<file path="src/design/ccx_pkg.sv">
// ------------------------------
// Core complex memory map, reset
// values and select encodings.
// ------------------------------
package ccx_pkg;

    // Scratch RAM window.
    localparam logic [31:0] RAM_BASE_ADDR = 32'h0000_0000;
    localparam int          RAM_WORDS     = 256;            // 1 KiB of words.
    localparam int          RAM_IDX_W     = $clog2(RAM_WORDS);

    // Timer register window.
    localparam logic [31:0] MMIO_BASE_ADDR = 32'h0000_1000;
    localparam logic [31:0] MMIO_SIZE      = 32'h0000_0100;

    // Register byte offsets inside the timer window.
    localparam logic [31:0] MTIME_LO_OFF    = 32'd0;
    localparam logic [31:0] MTIME_HI_OFF    = 32'd4;
    localparam logic [31:0] MTIMECMP_LO_OFF = 32'd8;
    localparam logic [31:0] MTIMECMP_HI_OFF = 32'd12;

    localparam logic [63:0] MTIMECMP_RESET = 64'hFFFF_FFFF_FFFF_FFFF; // Never fires.

    // Owner of an accepted access.
    typedef enum logic [1:0] {
        TGT_NONE,
        TGT_RAM,
        TGT_MMIO
    } bus_target_e;

    // Decoded timer register.
    typedef enum logic [2:0] {
        REG_MTIME_LO,
        REG_MTIME_HI,
        REG_MTIMECMP_LO,
        REG_MTIMECMP_HI,
        REG_NONE
    } mmio_reg_e;

endpackage

</file>
<file path="src/design/ccx_memif.sv">
// ------------------------------
// Request/grant memory bus with
// a one cycle response phase.
// ------------------------------
interface ccx_memif;

    // Request phase.
    logic        req;
    logic        gnt;
    logic        wen;     // Write when high.
    logic [31:0] addr;    // Byte address, word aligned.
    logic [31:0] wdata;

    // Response phase, the cycle after accept.
    logic [31:0] rdata;
    logic        error;

    modport REQ (
        output req, wen, addr, wdata,
        input  gnt, rdata, error
    );

    modport RSP (
        input  req, wen, addr, wdata,
        output gnt, rdata, error
    );

endinterface

</file>
<file path="src/design/ccx_mmio.sv">
// ------------------------------
// Timer registers, timer IRQ and
// cycle/instret counters.
// ------------------------------
module ccx_mmio (
    input  logic        f_clk,
    input  logic        g_resetn,
    input  logic        instr_ret,       // Instruction retired this cycle.
    input  logic        inhibit_cy,
    input  logic        inhibit_ir,
    ccx_memif.RSP       bus,
    output logic        timer_interrupt,
    output logic [63:0] ctr_time,
    output logic [63:0] ctr_cycle,
    output logic [63:0] ctr_instret
);
    import ccx_pkg::*;

    logic [31:0] off;
    mmio_reg_e   sel;
    logic [63:0] mtime;
    logic [63:0] mtimecmp;
    logic [31:0] rd_word;
    logic        wr_mtime_lo;
    logic        wr_mtime_hi;
    logic        wr_cmp_lo;
    logic        wr_cmp_hi;

    assign bus.gnt = 1'b1; // Never stalls.

    // Only the offset inside the window matters here.
    assign off = bus.addr & (MMIO_SIZE - 32'd1);

    always_comb begin
        case (off)
            MTIME_LO_OFF:    sel = REG_MTIME_LO;
            MTIME_HI_OFF:    sel = REG_MTIME_HI;
            MTIMECMP_LO_OFF: sel = REG_MTIMECMP_LO;
            MTIMECMP_HI_OFF: sel = REG_MTIMECMP_HI;
            default:         sel = REG_NONE;
        endcase
    end

    assign wr_mtime_lo = bus.req && bus.wen && (sel == REG_MTIME_LO);
    assign wr_mtime_hi = bus.req && bus.wen && (sel == REG_MTIME_HI);
    assign wr_cmp_lo   = bus.req && bus.wen && (sel == REG_MTIMECMP_LO);
    assign wr_cmp_hi   = bus.req && bus.wen && (sel == REG_MTIMECMP_HI);

    // A write to either half stalls the count for that edge.
    always_ff @(posedge f_clk) begin
        if (!g_resetn) begin
            mtime <= '0;
        end else if (wr_mtime_hi) begin
            mtime <= {bus.wdata, mtime[31:0]};
        end else if (wr_mtime_lo) begin
            mtime <= {mtime[63:32], bus.wdata};
        end else begin
            mtime <= mtime + 64'd1;
        end
    end

    always_ff @(posedge f_clk) begin
        if (!g_resetn) begin
            mtimecmp <= MTIMECMP_RESET;
        end else if (wr_cmp_hi) begin
            mtimecmp <= {bus.wdata, mtimecmp[31:0]};
        end else if (wr_cmp_lo) begin
            mtimecmp <= {mtimecmp[63:32], bus.wdata};
        end
    end

    always_ff @(posedge f_clk) begin
        if (!g_resetn) begin
            timer_interrupt <= 1'b0;
        end else begin
            timer_interrupt <= (mtime >= mtimecmp);
        end
    end

    always_comb begin
        case (sel)
            REG_MTIME_LO:    rd_word = mtime[31:0];
            REG_MTIME_HI:    rd_word = mtime[63:32];
            REG_MTIMECMP_LO: rd_word = mtimecmp[31:0];
            REG_MTIMECMP_HI: rd_word = mtimecmp[63:32];
            default:         rd_word = '0;
        endcase
    end

    // Hole in the window faults, reads and writes alike.
    always_ff @(posedge f_clk) begin
        if (!g_resetn) begin
            bus.error <= 1'b0;
        end else begin
            bus.error <= bus.req && (sel == REG_NONE);
        end
    end

    always_ff @(posedge f_clk) begin
        if (bus.req) begin
            bus.rdata <= rd_word;
        end
    end

    assign ctr_time = mtime;

    always_ff @(posedge f_clk) begin
        if (!g_resetn) begin
            ctr_cycle <= '0;
        end else if (!inhibit_cy) begin
            ctr_cycle <= ctr_cycle + 64'd1;
        end
    end

    always_ff @(posedge f_clk) begin
        if (!g_resetn) begin
            ctr_instret <= '0;
        end else if (instr_ret && !inhibit_ir) begin
            ctr_instret <= ctr_instret + 64'd1;
        end
    end

    // Depends on mtimecmp coming out of reset at its maximum.
    a_irq_after_reset: assert property (@(posedge f_clk)
        $rose(g_resetn) |=> !timer_interrupt);

endmodule

</file>
<file path="src/flat_wrapper.sv">
// flat-port wrapper written by rule: the top's interface ports become plain ports
module ccx_mmio_flat import ccx_pkg::*;
  (f_clk, g_resetn, instr_ret, inhibit_cy, inhibit_ir, timer_interrupt, ctr_time, ctr_cycle, ctr_instret, bus_req, bus_wen, bus_addr, bus_wdata, bus_gnt, bus_rdata, bus_error);
  ccx_memif bus_i ();
  input  logic f_clk;
  input  logic g_resetn;
  input  logic instr_ret;
  input  logic inhibit_cy;
  input  logic inhibit_ir;
  output logic timer_interrupt;
  output logic [63:0] ctr_time;
  output logic [63:0] ctr_cycle;
  output logic [63:0] ctr_instret;
  input wire logic [$bits(bus_i.req)-1:0] bus_req;
  input wire logic [$bits(bus_i.wen)-1:0] bus_wen;
  input wire logic [$bits(bus_i.addr)-1:0] bus_addr;
  input wire logic [$bits(bus_i.wdata)-1:0] bus_wdata;
  output wire logic [$bits(bus_i.gnt)-1:0] bus_gnt;
  output wire logic [$bits(bus_i.rdata)-1:0] bus_rdata;
  output wire logic [$bits(bus_i.error)-1:0] bus_error;
  assign bus_i.req = bus_req;
  assign bus_i.wen = bus_wen;
  assign bus_i.addr = bus_addr;
  assign bus_i.wdata = bus_wdata;
  assign bus_gnt = bus_i.gnt;
  assign bus_rdata = bus_i.rdata;
  assign bus_error = bus_i.error;
  ccx_mmio u_core (.f_clk(f_clk), .g_resetn(g_resetn), .instr_ret(instr_ret), .inhibit_cy(inhibit_cy), .inhibit_ir(inhibit_ir), .bus(bus_i), .timer_interrupt(timer_interrupt), .ctr_time(ctr_time), .ctr_cycle(ctr_cycle), .ctr_instret(ctr_instret));
endmodule
</file>
<file path="config.mk">
export PLATFORM = sky130hd
export DESIGN_NAME = ccx_mmio_flat
export DESIGN_NICKNAME = d
export VERILOG_FILES = /design/src/design/ccx_pkg.sv /design/src/design/ccx_memif.sv /design/src/design/ccx_mmio.sv /design/src/flat_wrapper.sv
export SDC_FILE = /design/constraint.sdc
export NUM_CORES = 1
export LEC_CHECK = 0
export BUFFER_PORTS_ARGS = -buffer_cell sky130_fd_sc_hd__clkbuf_2
export CAP_MARGIN = 20
export CORE_ASPECT_RATIO = 1.2
export CORE_MARGIN = 2
export CORE_UTILIZATION = 50
export CTS_BUF_LIST = sky130_fd_sc_hd__clkbuf_4
export DETAILED_ROUTE_END_ITERATION = 8
export PLACE_DENSITY = 0.73
export SYNTH_ARGS = -nofsm -noshare
export SYNTH_HDL_FRONTEND = slang
export SYNTH_SLANG_ARGS = --single-unit
</file>
<file path="constraint.sdc">
create_clock -name f_clk -period 2.5 [get_ports f_clk]
set_input_delay 0.5 -clock f_clk [delete_from_list [all_inputs] [get_ports f_clk]]
set_output_delay 0.5 -clock f_clk [all_outputs]
set_load 0.03 [all_outputs]
</file>
==> metrics <==
max cap viols=0; WS Path Type=flip-flop to flip-flop; Tcrit/Tclk final=96.8%; Data required, critical path=3.06 ns; final wirelength=49000 um; xor/xnor share of the synthesized area=5.32%; slowest stage cell, crit path=dfxtp_2; clock sinks=290; Fmax=413 MHz; WL per Instance=18.6 um; crit-path max FO=7; std cell rows=70; total grt overflow=0; outcome=finished clean; synthesized area=0.0153 mm2; Die ar.=0.0321 mm2; Synth Area in Adders=5.47%; root buffer cell=clkbuf_4; Post-synth EDFFs=32; non-filler cells, final=2630; post-route design area=0.0190 mm2; initial antenna violation count=5; Synth Area per Inst=8.62 um2; Clock Path Buffers=3; Distinct cells, synth=72; DR vias/cell=5.89; dominant synthesized flop cell=dfxtp_1; Slew Limit Fails=0; first-pass GRT wire length=77100 um; largest net degree at the start of global routing=102; layout filler cell count=2712; post-synthesis register bit count=290; Seq/Total Area, Yosys=40.0%; max_slew headroom=45.4%; DIE HEIGHT=196 um; post-synthesis mux area share=3.98%; syn_nets=1916; Synth Area in Simple Gates=24.8%; skew final=0.0568 ns; global-route usage over all layers=30.0%; fraction of layout instances using a drive strength above 1=26.7%; Tmin final=2.42 ns; vias in the first global route=15000; Leak=8.44 nW; I/O Pins=298; drt first pass iters=7; CP Cell Sequence=nand2_1 -> nor4_4 -> buf_4 -> and2_1 -> nand3_1 -> o311ai_0 -> a31oi_1; worst slew pin tran=0.810 ns; Clock Latency Late Sink=0.73 ns; GPL Wtd Cong=0.949; final number of hold-violating endpoints=0; FF/Latch Area=0.00613 mm2; Synth Area in Compound Gates=15.6%; Starting Density=50.6%; Post-Syn Instances=1778; Vias=15500; DR DRC count=0; Hold WC Path Type=input port to flip-flop; Async SR Flop Fraction=0%; RSZ-0062 raised after global routing=false; setup tns final=0 ns; multi-input logic area=0.00850 mm2; CTS tree=built; initial drt markers=1073; CP top delay family=simple AND/OR/NAND/NOR gates; Final setup viols=0; Clk pin slew, worst setup/hold paths=0.06 ns; CP Launch Type=flip-flop; hpwl dp=35400 um; Final ANT Viol Nets=0; Crit path buffers/inverters=1; IO buf count=272; synth warn=0; largest family of logic cells by synthesized area=simple AND/OR/NAND/NOR gates; H-tree levels=3; Placed Area=0.0179 mm2; CTS Buf Count=79; area grow syn2layout=23.7%; Peak supply drop=0.341 mV; Worst setup EP type=flip-flop; Die X=164 um; data arrival time of the worst path=2.98 ns; Post-layout nets=2311; placed cells=2484; power per cell area=500 mW/mm2; Core Area=0.0303 mm2; Crit path largest cell delay=0.42 ns
## path summary, 6_finish.rpt
check | from | slack [ns] | depth (start not counted) | end
setup / recovery | u_core.ctr_time[16] | 0.08 | 7 | u_core.ctr_time[61]
hold / removal | bus_wdata[14] | 0.07 | 3 | u_core.mtimecmp[46]
hold reg to reg | u_core.ctr_cycle[63] | 0.47 | 2 | u_core.ctr_cycle[63]
setup reg to reg | u_core.ctr_time[16] | 0.08 | 7 | u_core.ctr_time[61]
## worst min-delay path: stages
cell	delay (ns)
clkbuf_2	0.13
nand2_1	0.06
o211ai_1	0.08
## synth_stat cells, types with 7 or more instances
| cell | n | share of area, % |
|---|---|---|
| a22oi_1 | 35 | 1.7 |
| a311oi_1 | 12 | 0.69 |
| xor2_1 | 49 | 2.8 |
| nor2_1 | 156 | 3.8 |
| and2_1 | 17 | 0.69 |
| o21bai_1 | 7 | 0.34 |
| nand2b_1 | 10 | 0.41 |
| inv_1 | 95 | 2.3 |
| o211ai_1 | 68 | 3.3 |
| or3_1 | 14 | 0.57 |
| and3_1 | 50 | 2.0 |
| o31ai_1 | 14 | 0.69 |
| nand4_1 | 56 | 2.3 |
| a211oi_1 | 16 | 0.78 |
| edfxtp_1 | 32 | 6.3 |
| ha_1 | 67 | 5.5 |
| a21o_1 | 10 | 0.49 |
| a21oi_1 | 78 | 2.5 |
| nand2_1 | 215 | 5.3 |
| buf_2 | 20 | 0.65 |
| o21ai_0 | 62 | 2.0 |
| a31oi_1 | 9 | 0.37 |
| a221oi_1 | 8 | 0.46 |
| xnor2_1 | 44 | 2.5 |
| clkbuf_1 | 66 | 1.6 |
| dfxtp_1 | 258 | 34 |
| mux4_2 | 17 | 2.5 |
| mux2i_1 | 17 | 1.1 |
| nor4_1 | 41 | 1.7 |
| nor3_1 | 46 | 1.5 |
| and4_1 | 21 | 1.2 |
| nand3_1 | 74 | 2.4 |
## final cells by class
type	instances	area share, %
tap	396	2.61
clock buffer	118	4.67
timing repair buffer	406	13.0
multi-input combinational	1300	44.8
sequential	290	32.3
clock inverter	20	0.548
inverter	96	1.91
antenna	4	0.0528
## metal layers
layer	wire length, um	global-route usage [%]	vias to the layer above	part of all wire [%]
met5	28	0	-	0.057
met4	2420	16.9	4	4.9
met3	4110	8.29	169	8.4
met2	23700	50.5	659	48
met1	18700	34.0	7330	38
li1	-	-	7316	-
## cell usage in the layout (no fill, tap or decap), drive strengths merged, types with 4 or more instances in the layout
cell type,count
a211oi,16
nor2,156
a22oi,35
xor2,49
a21oi,78
dfxtp,258
nand3,77
inv,98
o21a,5
o221ai,4
ha,67
a311oi,12
nand2,216
o21ai,62
and3,50
mux2,5
clkbuf,389
a31oi,9
edfxtp,32
clkinv,17
or4,4
or2,5
and4,21
buf,135
nand4,59
nor2b,4
nor4,48
xnor2,44
mux4,17
nand2b,10
nor3,49
o31ai,14
and2,17
o211ai,68
o21bai,7
diode,4
a221oi,8
mux2i,17
or3,16
a21o,10
## registers in the layout, indices dropped and copies added (netlist names)
| name | cells |
|---|---|
| u_core.mtimecmp | 64 |
| u_core.ctr_instret | 64 |
| u_core.bus.error | 1 |
| u_core.ctr_cycle | 64 |
| u_core.ctr_time | 64 |
| u_core.bus.rdata | 32 |
| u_core.timer_interrupt | 1 |
## kinds of logic (layout without fill, tap and decap cells)
family,count (synthesis),count (layout)
AO/OA/AOI/OAI,357,357
AND/OR/NAND/NOR,743,743
buffers and inverters,188,640
flip-flops,290,290
multiplexers,39,39
XOR/XNOR,93,93
other,1,5
adder cells (fa/ha/maj),67,67
## repair_timing
| action | CTS | global route |
|---|---|---|
| setup endpoints to repair | 0 | 9 |
| resized for setup | 0 | 3 |
| setup buffers | 0 | 4 |
| hold buffers | 0 | 0 |
## stage by stage
step	power, mW	util, %	setup slack (ns)	hold slack [ns]
after detailed placement	5.28	59.1	-0.0150	0.465
final	9.48	62.6	0.0804	0.0729
after floorplan	5.08	-	0.105	0.469
after CTS	9.59	62.4	0.0815	0.0139
after global placement	5.27	59.1	0.121	0.456
after global routing	9.85	62.5	0.0306	0.0403
## power breakdown
part / internal, mW / leakage [nW] / switching (mW) / total, mW
Combinational: 0.132 / 5.43 / 0.299 / 0.431
Clock: 2.25 / 0.600 / 2.05 / 4.30
Sequential: 4.73 / 2.42 / 0.0170 / 4.75
Total: 7.11 / 8.44 / 2.37 / 9.48
Power figures use the tool's default switching activity.
