### src/design/ccx_pkg.sv
// ------------------------------
// Core complex memory map, reset
// values and select encodings.
// ------------------------------
package ccx_pkg;

    // Scratch RAM window.
    localparam logic [31:0] RAM_BASE_ADDR = 32'h0000_0000;
    localparam int          RAM_WORDS     = 256;            // 1 KiB of words.
    localparam int          RAM_IDX_W     = $clog2(RAM_WORDS);

    // Timer register window.
    localparam logic [31:0] MMIO_BASE_ADDR = 32'h0000_1000;
    localparam logic [31:0] MMIO_SIZE      = 32'h0000_0100;

    // Register byte offsets inside the timer window.
    localparam logic [31:0] MTIME_LO_OFF    = 32'd0;
    localparam logic [31:0] MTIME_HI_OFF    = 32'd4;
    localparam logic [31:0] MTIMECMP_LO_OFF = 32'd8;
    localparam logic [31:0] MTIMECMP_HI_OFF = 32'd12;

    localparam logic [63:0] MTIMECMP_RESET = 64'hFFFF_FFFF_FFFF_FFFF; // Never fires.

    // Owner of an accepted access.
    typedef enum logic [1:0] {
        TGT_NONE,
        TGT_RAM,
        TGT_MMIO
    } bus_target_e;

    // Decoded timer register.
    typedef enum logic [2:0] {
        REG_MTIME_LO,
        REG_MTIME_HI,
        REG_MTIMECMP_LO,
        REG_MTIMECMP_HI,
        REG_NONE
    } mmio_reg_e;

endpackage

### src/design/ccx_memif.sv
// ------------------------------
// Request/grant memory bus with
// a one cycle response phase.
// ------------------------------
interface ccx_memif;

    // Request phase.
    logic        req;
    logic        gnt;
    logic        wen;     // Write when high.
    logic [31:0] addr;    // Byte address, word aligned.
    logic [31:0] wdata;

    // Response phase, the cycle after accept.
    logic [31:0] rdata;
    logic        error;

    modport REQ (
        output req, wen, addr, wdata,
        input  gnt, rdata, error
    );

    modport RSP (
        input  req, wen, addr, wdata,
        output gnt, rdata, error
    );

endinterface

### src/design/ccx_bus_router.sv
// ------------------------------
// Bus router. Steers accesses to
// RAM or timer and merges replies.
// ------------------------------
module ccx_bus_router (
    input logic    f_clk,
    input logic    g_resetn,
    ccx_memif.RSP  up,
    ccx_memif.REQ  ram,
    ccx_memif.REQ  mmio
);
    import ccx_pkg::*;

    bus_target_e tgt;       // Owner of the current request.
    bus_target_e rsp_tgt;   // Owner of last cycle's accepted access.
    logic        sel_gnt;
    logic        acc;
    logic        unmapped_q;

    // Address decode against the two windows.
    always_comb begin
        if ((up.addr - RAM_BASE_ADDR) < RAM_WORDS * 4) begin
            tgt = TGT_RAM;
        end else if ((up.addr - MMIO_BASE_ADDR) < MMIO_SIZE) begin
            tgt = TGT_MMIO;
        end else begin
            tgt = TGT_NONE;
        end
    end

    // Request goes straight through to its owner.
    assign ram.req    = up.req && (tgt == TGT_RAM);
    assign ram.wen    = up.wen;
    assign ram.addr   = up.addr;
    assign ram.wdata  = up.wdata;

    assign mmio.req   = up.req && (tgt == TGT_MMIO);
    assign mmio.wen   = up.wen;
    assign mmio.addr  = up.addr;
    assign mmio.wdata = up.wdata;

    always_comb begin
        case (tgt)
            TGT_RAM:  sel_gnt = ram.gnt;
            TGT_MMIO: sel_gnt = mmio.gnt;
            default:  sel_gnt = 1'b1;    // Unmapped, take it and fault.
        endcase
    end

    assign up.gnt = g_resetn && sel_gnt; // Nothing accepted in reset.
    assign acc    = up.req && up.gnt;

    always_ff @(posedge f_clk) begin
        if (!g_resetn) begin
            rsp_tgt    <= TGT_NONE;
            unmapped_q <= 1'b0;
        end else begin
            rsp_tgt    <= acc ? tgt : TGT_NONE;
            unmapped_q <= acc && (tgt == TGT_NONE);
        end
    end

    // Response from whoever took the access.
    always_comb begin
        case (rsp_tgt)
            TGT_RAM: begin
                up.rdata = ram.rdata;
                up.error = ram.error;
            end
            TGT_MMIO: begin
                up.rdata = mmio.rdata;
                up.error = mmio.error;
            end
            default: begin
                up.rdata = '0;
                up.error = unmapped_q;
            end
        endcase
    end

    a_one_target: assert property (@(posedge f_clk) disable iff (!g_resetn)
        !(ram.req && mmio.req));

    // Unmapped access faults in the following cycle only.
    a_unmapped_err: assert property (@(posedge f_clk) disable iff (!g_resetn)
        (acc && tgt == TGT_NONE) |=> (up.error && up.rdata == '0));

endmodule

### src/flat_wrapper.sv
// flat-port wrapper written by rule: the top's interface ports become plain ports
module ccx_bus_router_flat import ccx_pkg::*;
  (f_clk, g_resetn, up_req, up_wen, up_addr, up_wdata, up_gnt, up_rdata, up_error, ram_req, ram_wen, ram_addr, ram_wdata, ram_gnt, ram_rdata, ram_error, mmio_req, mmio_wen, mmio_addr, mmio_wdata, mmio_gnt, mmio_rdata, mmio_error);
  ccx_memif up_i ();
  ccx_memif ram_i ();
  ccx_memif mmio_i ();
  input logic f_clk;
  input logic g_resetn;
  input wire logic [$bits(up_i.req)-1:0] up_req;
  input wire logic [$bits(up_i.wen)-1:0] up_wen;
  input wire logic [$bits(up_i.addr)-1:0] up_addr;
  input wire logic [$bits(up_i.wdata)-1:0] up_wdata;
  output wire logic [$bits(up_i.gnt)-1:0] up_gnt;
  output wire logic [$bits(up_i.rdata)-1:0] up_rdata;
  output wire logic [$bits(up_i.error)-1:0] up_error;
  output wire logic [$bits(ram_i.req)-1:0] ram_req;
  output wire logic [$bits(ram_i.wen)-1:0] ram_wen;
  output wire logic [$bits(ram_i.addr)-1:0] ram_addr;
  output wire logic [$bits(ram_i.wdata)-1:0] ram_wdata;
  input wire logic [$bits(ram_i.gnt)-1:0] ram_gnt;
  input wire logic [$bits(ram_i.rdata)-1:0] ram_rdata;
  input wire logic [$bits(ram_i.error)-1:0] ram_error;
  output wire logic [$bits(mmio_i.req)-1:0] mmio_req;
  output wire logic [$bits(mmio_i.wen)-1:0] mmio_wen;
  output wire logic [$bits(mmio_i.addr)-1:0] mmio_addr;
  output wire logic [$bits(mmio_i.wdata)-1:0] mmio_wdata;
  input wire logic [$bits(mmio_i.gnt)-1:0] mmio_gnt;
  input wire logic [$bits(mmio_i.rdata)-1:0] mmio_rdata;
  input wire logic [$bits(mmio_i.error)-1:0] mmio_error;
  assign up_i.req = up_req;
  assign up_i.wen = up_wen;
  assign up_i.addr = up_addr;
  assign up_i.wdata = up_wdata;
  assign up_gnt = up_i.gnt;
  assign up_rdata = up_i.rdata;
  assign up_error = up_i.error;
  assign ram_req = ram_i.req;
  assign ram_wen = ram_i.wen;
  assign ram_addr = ram_i.addr;
  assign ram_wdata = ram_i.wdata;
  assign ram_i.gnt = ram_gnt;
  assign ram_i.rdata = ram_rdata;
  assign ram_i.error = ram_error;
  assign mmio_req = mmio_i.req;
  assign mmio_wen = mmio_i.wen;
  assign mmio_addr = mmio_i.addr;
  assign mmio_wdata = mmio_i.wdata;
  assign mmio_i.gnt = mmio_gnt;
  assign mmio_i.rdata = mmio_rdata;
  assign mmio_i.error = mmio_error;
  ccx_bus_router u_core (.f_clk(f_clk), .g_resetn(g_resetn), .up(up_i), .ram(ram_i), .mmio(mmio_i));
endmodule
### config.mk
export PLATFORM = sky130hd
export DESIGN_NAME = ccx_bus_router_flat
export DESIGN_NICKNAME = d
export VERILOG_FILES = /design/src/design/ccx_pkg.sv /design/src/design/ccx_memif.sv /design/src/design/ccx_bus_router.sv /design/src/flat_wrapper.sv
export SDC_FILE = /design/constraint.sdc
export NUM_CORES = 1
export LEC_CHECK = 0
export ABC_AREA = 1
export BUFFER_PORTS_ARGS = -buffer_cell sky130_fd_sc_hd__buf_4
export CAP_MARGIN = 20
export CORE_AREA = 2 2 117 119
export DETAILED_ROUTE_END_ITERATION = 6
export DIE_AREA = 0 0 119 121
export HOLD_SLACK_MARGIN = 0.15
export PLACE_DENSITY = 0.55
export SLEW_MARGIN = 15
export SYNTH_ARGS = -nofsm -noshare
export SYNTH_HDL_FRONTEND = slang
export SYNTH_SLANG_ARGS = --single-unit
### constraint.sdc
create_clock -name f_clk -period 1.31 [get_ports f_clk]
set_input_delay 0.0655 -clock f_clk [delete_from_list [all_inputs] [get_ports f_clk]]
set_output_delay 0.0655 -clock f_clk [all_outputs]
set_load 0.03 [all_outputs]
==> metrics.cfg, run 1 <==
[outcome]
status=finished with violations
violations=setup timing

[routing]
vias_per_cell=3.84
ant_nets=0
drc=0
avgRoutedWirePerCell_um=13.2
drt_first_pass_iters=5
num_vias=2578
routed_wl_mm=8.88
drtIter0Drc=43

[grt]
track_usage=0.106
grt_pass1_wl_mm=12.7
antenna_found_initial=0
grt_max_degree=18
grt_overflow_total=0
grt_pass1_vias=2546

[floorplan]
rows=42
die-area_um2=14400
coreArea_um2=13100
die_x_um=119
die_h_um=121
io_pins=302
initial_core_util=0.159

[synthesis]
avgSynthCellArea_um2=5.67
ys_ff_latch=3
yosys_warnings=0
ys_types=17
synth_nets=504
syn_inst=366
netlist_area_um2=2080
yosysSeqAreaShare=0.0289

[final_layout]
drive_gt1_frac=0.702
layout_common_cells=buf_4, nand2_1, dlygate4sd3_1, buf_6, nand2_2
diodes=0
final_common_cell=buf_4
layout.nets=635
area_delta_synth_final_pct=112

[setup_path]
worstPathRequired_ns=1.24
arrival_ns=1.43
worst_setup_path_end_kind=output pin
path_class=flop to output pin
crit_fanout=8
start_kind=flop

[timing]
layout_setup_ws_ns=-0.190
hold_viol=0
worst_pin_slew_ns=0.653
finalCritPeriodShare=1.15
fmax_mhz=667
slew_headroom=0.563
drv_slew=0
fin_tns_setup_ns=-4.83
rsz0062_at_grt=yes
setup_violations=35
min_period_ns=1.50

[pwr]
power.total_uw=1730
irDropWorstVdd_v=0.000976
power.density_nw_per_um2=393
p_leak_uw=0.00183

[placed_design]
portBuffers=178
dpl.hpwl_mm=5.99
gp_congestion=0.809

[run]
drv_cap=0

[clocking]
cts_tree=done
htreeDepth=1
cts_buffer_depth=2
clkTransAtPathRegs_ns=0.03
cts_made_buffers=3
clock_sinks=3
root_buffer=clkbuf_16

[worst_hold_path]
holdPathStages=5
hp-class=primary input to flop

[state kept, by name (all words and copies together), names as in the netlist]
signal and count:
u_core.rsp_tgt 2, u_core.unmapped_q 1
[stage by stage]
| step | hold WS (ns) | std cells | util | instance area (µm²) | setup slack [ns] |
|---|---|---|---|---|---|
| 2_1_floorplan | 0.263 | 366 | - | 2500 | -0.0699 |
| 3_3_place_gp | 0.131 | 612 | 0.250 | 3270 | -0.175 |
| 3_5_place_dp | 0.131 | 612 | 0.250 | 3270 | -0.149 |
| 4_1_cts | 0.196 | 667 | 0.319 | 4180 | -0.198 |
| 5_1_grt | 0.223 | 672 | 0.336 | 4390 | -0.254 |
| 6_report | 0.205 | 672 | 0.336 | 4390 | -0.190 |
[worst paths after layout]
path	from	endpoint	slack [ns]
worst min-delay path	up_req	u_core.rsp_tgt[0]	0.20
worst max-delay path	u_core.rsp_tgt[1]	up_rdata[24]	-0.19
[power by group]
| group | leakage (µW) | internal, µW | switching, µW |
|---|---|---|---|
| clock | 0.0000382 | 401 | 75.3 |
| sequential | 0.0000258 | 91.7 | 1.07 |
| combinational | 0.00176 | 462 | 696 |
[synth_stat cells]
master / number / area share
nand3_1: 9 / 0.022
inv_2: 2 / 0.0036
nor2_4: 4 / 0.022
inv_1: 20 / 0.036
nor2_1: 31 / 0.056
a22oi_1: 1 / 0.0036
nand4_2: 2 / 0.012
buf_4: 130 / 0.47
nand3_2: 1 / 0.0048
o21ai_0: 2 / 0.0048
ha_1: 2 / 0.012
clkbuf_1: 12 / 0.022
nor2_2: 8 / 0.024
nand2_1: 100 / 0.18
nand2_2: 6 / 0.018
dfxtp_1: 3 / 0.029
a21oi_1: 33 / 0.080
[repair_timing]
action | CTS | global route
pin swaps | 11 | 17
setup endpoints to repair | 35 | 37
gates cloned | 3 | 3
endpoints found under the hold margin | 82 | 0
resized for setup | 78 | 46
setup buffers | 7 | 5
hold buffers | 41 | 0
[routing by layer]
| metal | GRT usage | share of wire |
|---|---|---|
| met5 | 0 | 0 |
| met4 | 0.0201 | 0.011 |
| met3 | 0.0273 | 0.081 |
| met2 | 0.189 | 0.53 |
| met1 | 0.129 | 0.38 |
[cell type report]
type	count	area, µm²
Tap cell	176	220
Multi-Input combinational cell	199	1510
Sequential cell	3	65.1
Clock buffer	4	78.8
Inverter	22	85.1
Fill cell	1391	8690
Timing Repair Buffer	268	2440
[worst max-delay path, cell delays in order (launching register included)]
cell and delay, ns:
dfxtp_2 0.33, inv_2 0.06, ha_4 0.16, bufbuf_16 0.28
nand2_1 0.09, a21oi_4 0.15, buf_6 0.14
[cell families after synthesis]
family / Yosys count / share of synthesized area
AO/OA/AOI/OAI: 36 / 0.0880
adder cells (fa/ha/maj): 2 / 0.0121
buffers and inverters: 164 / 0.532
flip-flops: 3 / 0.0289
AND/OR/NAND/NOR: 161 / 0.339
Power figures use the tool's default switching activity.
==> inputs of run 2 (changes only) <==
==> constraint.sdc (replaced) <==
create_clock -name f_clk -period 1.7 [get_ports f_clk]
set_input_delay 0.085 -clock f_clk [delete_from_list [all_inputs] [get_ports f_clk]]
set_output_delay 0.085 -clock f_clk [all_outputs]
set_load 0.03 [all_outputs]
==> run 2 against run 1 <==
Effect of this change:
- the run now ends clean
- sequential cell count is the same
- die area unchanged
- critical path depth unchanged
- sequential power fell by 22%
- worst setup slack gained 0.32 ns
- critical path type unchanged
- non-clock buffer count shrank 86
- clock power down 22%
- final cell count is 13% lower
- routed wire length shrank 22%
- clock-buffer cell count unchanged
- sequential share of layout area rose by 0.67 points
- via count decreased by 17%
- highest routed layer unchanged
==> metrics.cfg, run 2 (synthesis results as in run 1) <==
[outcome]
status=finished, final reports clean

[placed_design]
gp_congestion=0.736
detailed_place.area_um2=2670
dpl.hpwl_mm=5.64
dp.cells=581
portBuffers=178

[clocking]
htreeDepth=1
cts_made_buffers=3
root_buffer=clkbuf_16
postCtsSetupBuffers=0
cts_tree=done
clkTransAtPathRegs_ns=0.03
clock_sinks=3
cts_buffer_depth=2

[timing]
drv_slew=0
setup_violations=0
slew_headroom=0.856
whs_ns=0.170
rsz0062_at_grt=no
finalCritPeriodShare=0.923
fin_tns_setup_ns=0
hold_viol=0
fmax_mhz=637
min_period_ns=1.57
worst_pin_slew_ns=0.215

[routing]
drc=0
routed_wl_mm=6.93
vias_per_cell=3.63
drt_first_pass_iters=4
ant_nets=0
drtIter0Drc=63
avgRoutedWirePerCell_um=11.8
num_vias=2129

[grt]
grt_max_degree=35
grt_pass1_wl_mm=10.2
track_usage=0.0875
antenna_found_initial=0
grt_pass1_vias=1912
grt_overflow_total=0

[floorplan]
die_x_um=119
rows=42
io_pins=302
die-area_um2=14400
die_h_um=121
initial_core_util=0.159
coreArea_um2=13100

[setup_path]
arrival_ns=1.48
crit_fanout=17
max_stage_delay_ns=0.32
worstPathRequired_ns=1.62
startpoint=u_core.rsp_tgt[0]
worst_setup_path_end_kind=output pin
crit_family=buffers and inverters
crit_slowest_cell=dfxtp_1
path_class=flop to output pin
cp_cell_sequence=inv_1 > ha_4 > buf_12 > a21oi_1 > a22oi_1 > buf_4
path_buf_inv=3
start_kind=flop

[pwr]
power.density_nw_per_um2=333
p_leak_uw=0.00129
power.total_uw=929
irDropWorstVdd_v=0.000273

[final_layout]
layout_common_cells=buf_4, nand2_1, a21oi_1, nor2_1, inv_1
drive_gt1_frac=0.510
regMostFlops=u_core.rsp_tgt
stdcell_count=586
area_delta_synth_final_pct=34.3
reg.largest.list=u_core.rsp_tgt x2, u_core.unmapped_q x1
fin_area_um2=2790
diodes=0
largest_register_ffs=2
layout.nets=549
final_common_cell=buf_4

[worst_hold_path]
hp-start=up_wdata[12]
hp-class=primary input to output pin

[run]
drv_cap=0

[run 2: changes by cell type in the layout (fill, tap and decap cells not counted), sizes merged]
cell,delta
buf,-42
dlygate4sd3,-41
clkbuf,-2
bufbuf,-1
[run 2: area by class of cell]
class	count	area, µm²
Timing Repair Buffer	182	1420
Sequential cell	3	60.1
Inverter	22	82.6
Multi-Input combinational cell	199	925
Tap cell	176	220
Fill cell	1482	10300
Clock buffer	4	78.8
[run 2: path summary, 6_finish.rpt]
path,slack [ns],endpoint,cells after the start
worst max-delay path,0.13,up_error,6
worst min-delay path,0.17,ram_wdata[12],0
[run 2: report_power, final]
part | switching, µW | internal, µW | leakage [µW]
logic | 253 | 234 | 0.00123
clock network | 60.6 | 309 | 0.0000382
registers | 0.368 | 72.2 | 0.0000244
[run 2: metal layers]
layer  wire (µm)  global-route usage  share of wire  vias to the layer above
met5           0                   0              0                        -
met4         146              0.0357          0.021                        0
met3         898              0.0456           0.13                       13
met2        3030               0.129           0.44                      137
met1        2850               0.106           0.41                      904
li1            -                   -              -                     1075
[run 2: stage by stage]
stage | worst slack (ns) | util
5_1_grt | 0.0131 | 0.213
3_5_place_dp | 0.184 | 0.204
2_1_floorplan | 0.109 | -
3_3_place_gp | 0.163 | 0.204
4_1_cts | 0.0851 | 0.210
6_report | 0.131 | 0.213
[run 2: repair_timing]
action / 4_1_cts / 5_1_grt
hold buffers: 0 / 0
endpoints found under the hold margin: 0 / 0
endpoints found under the setup margin: 0 / 1
gates resized for setup: 0 / 2
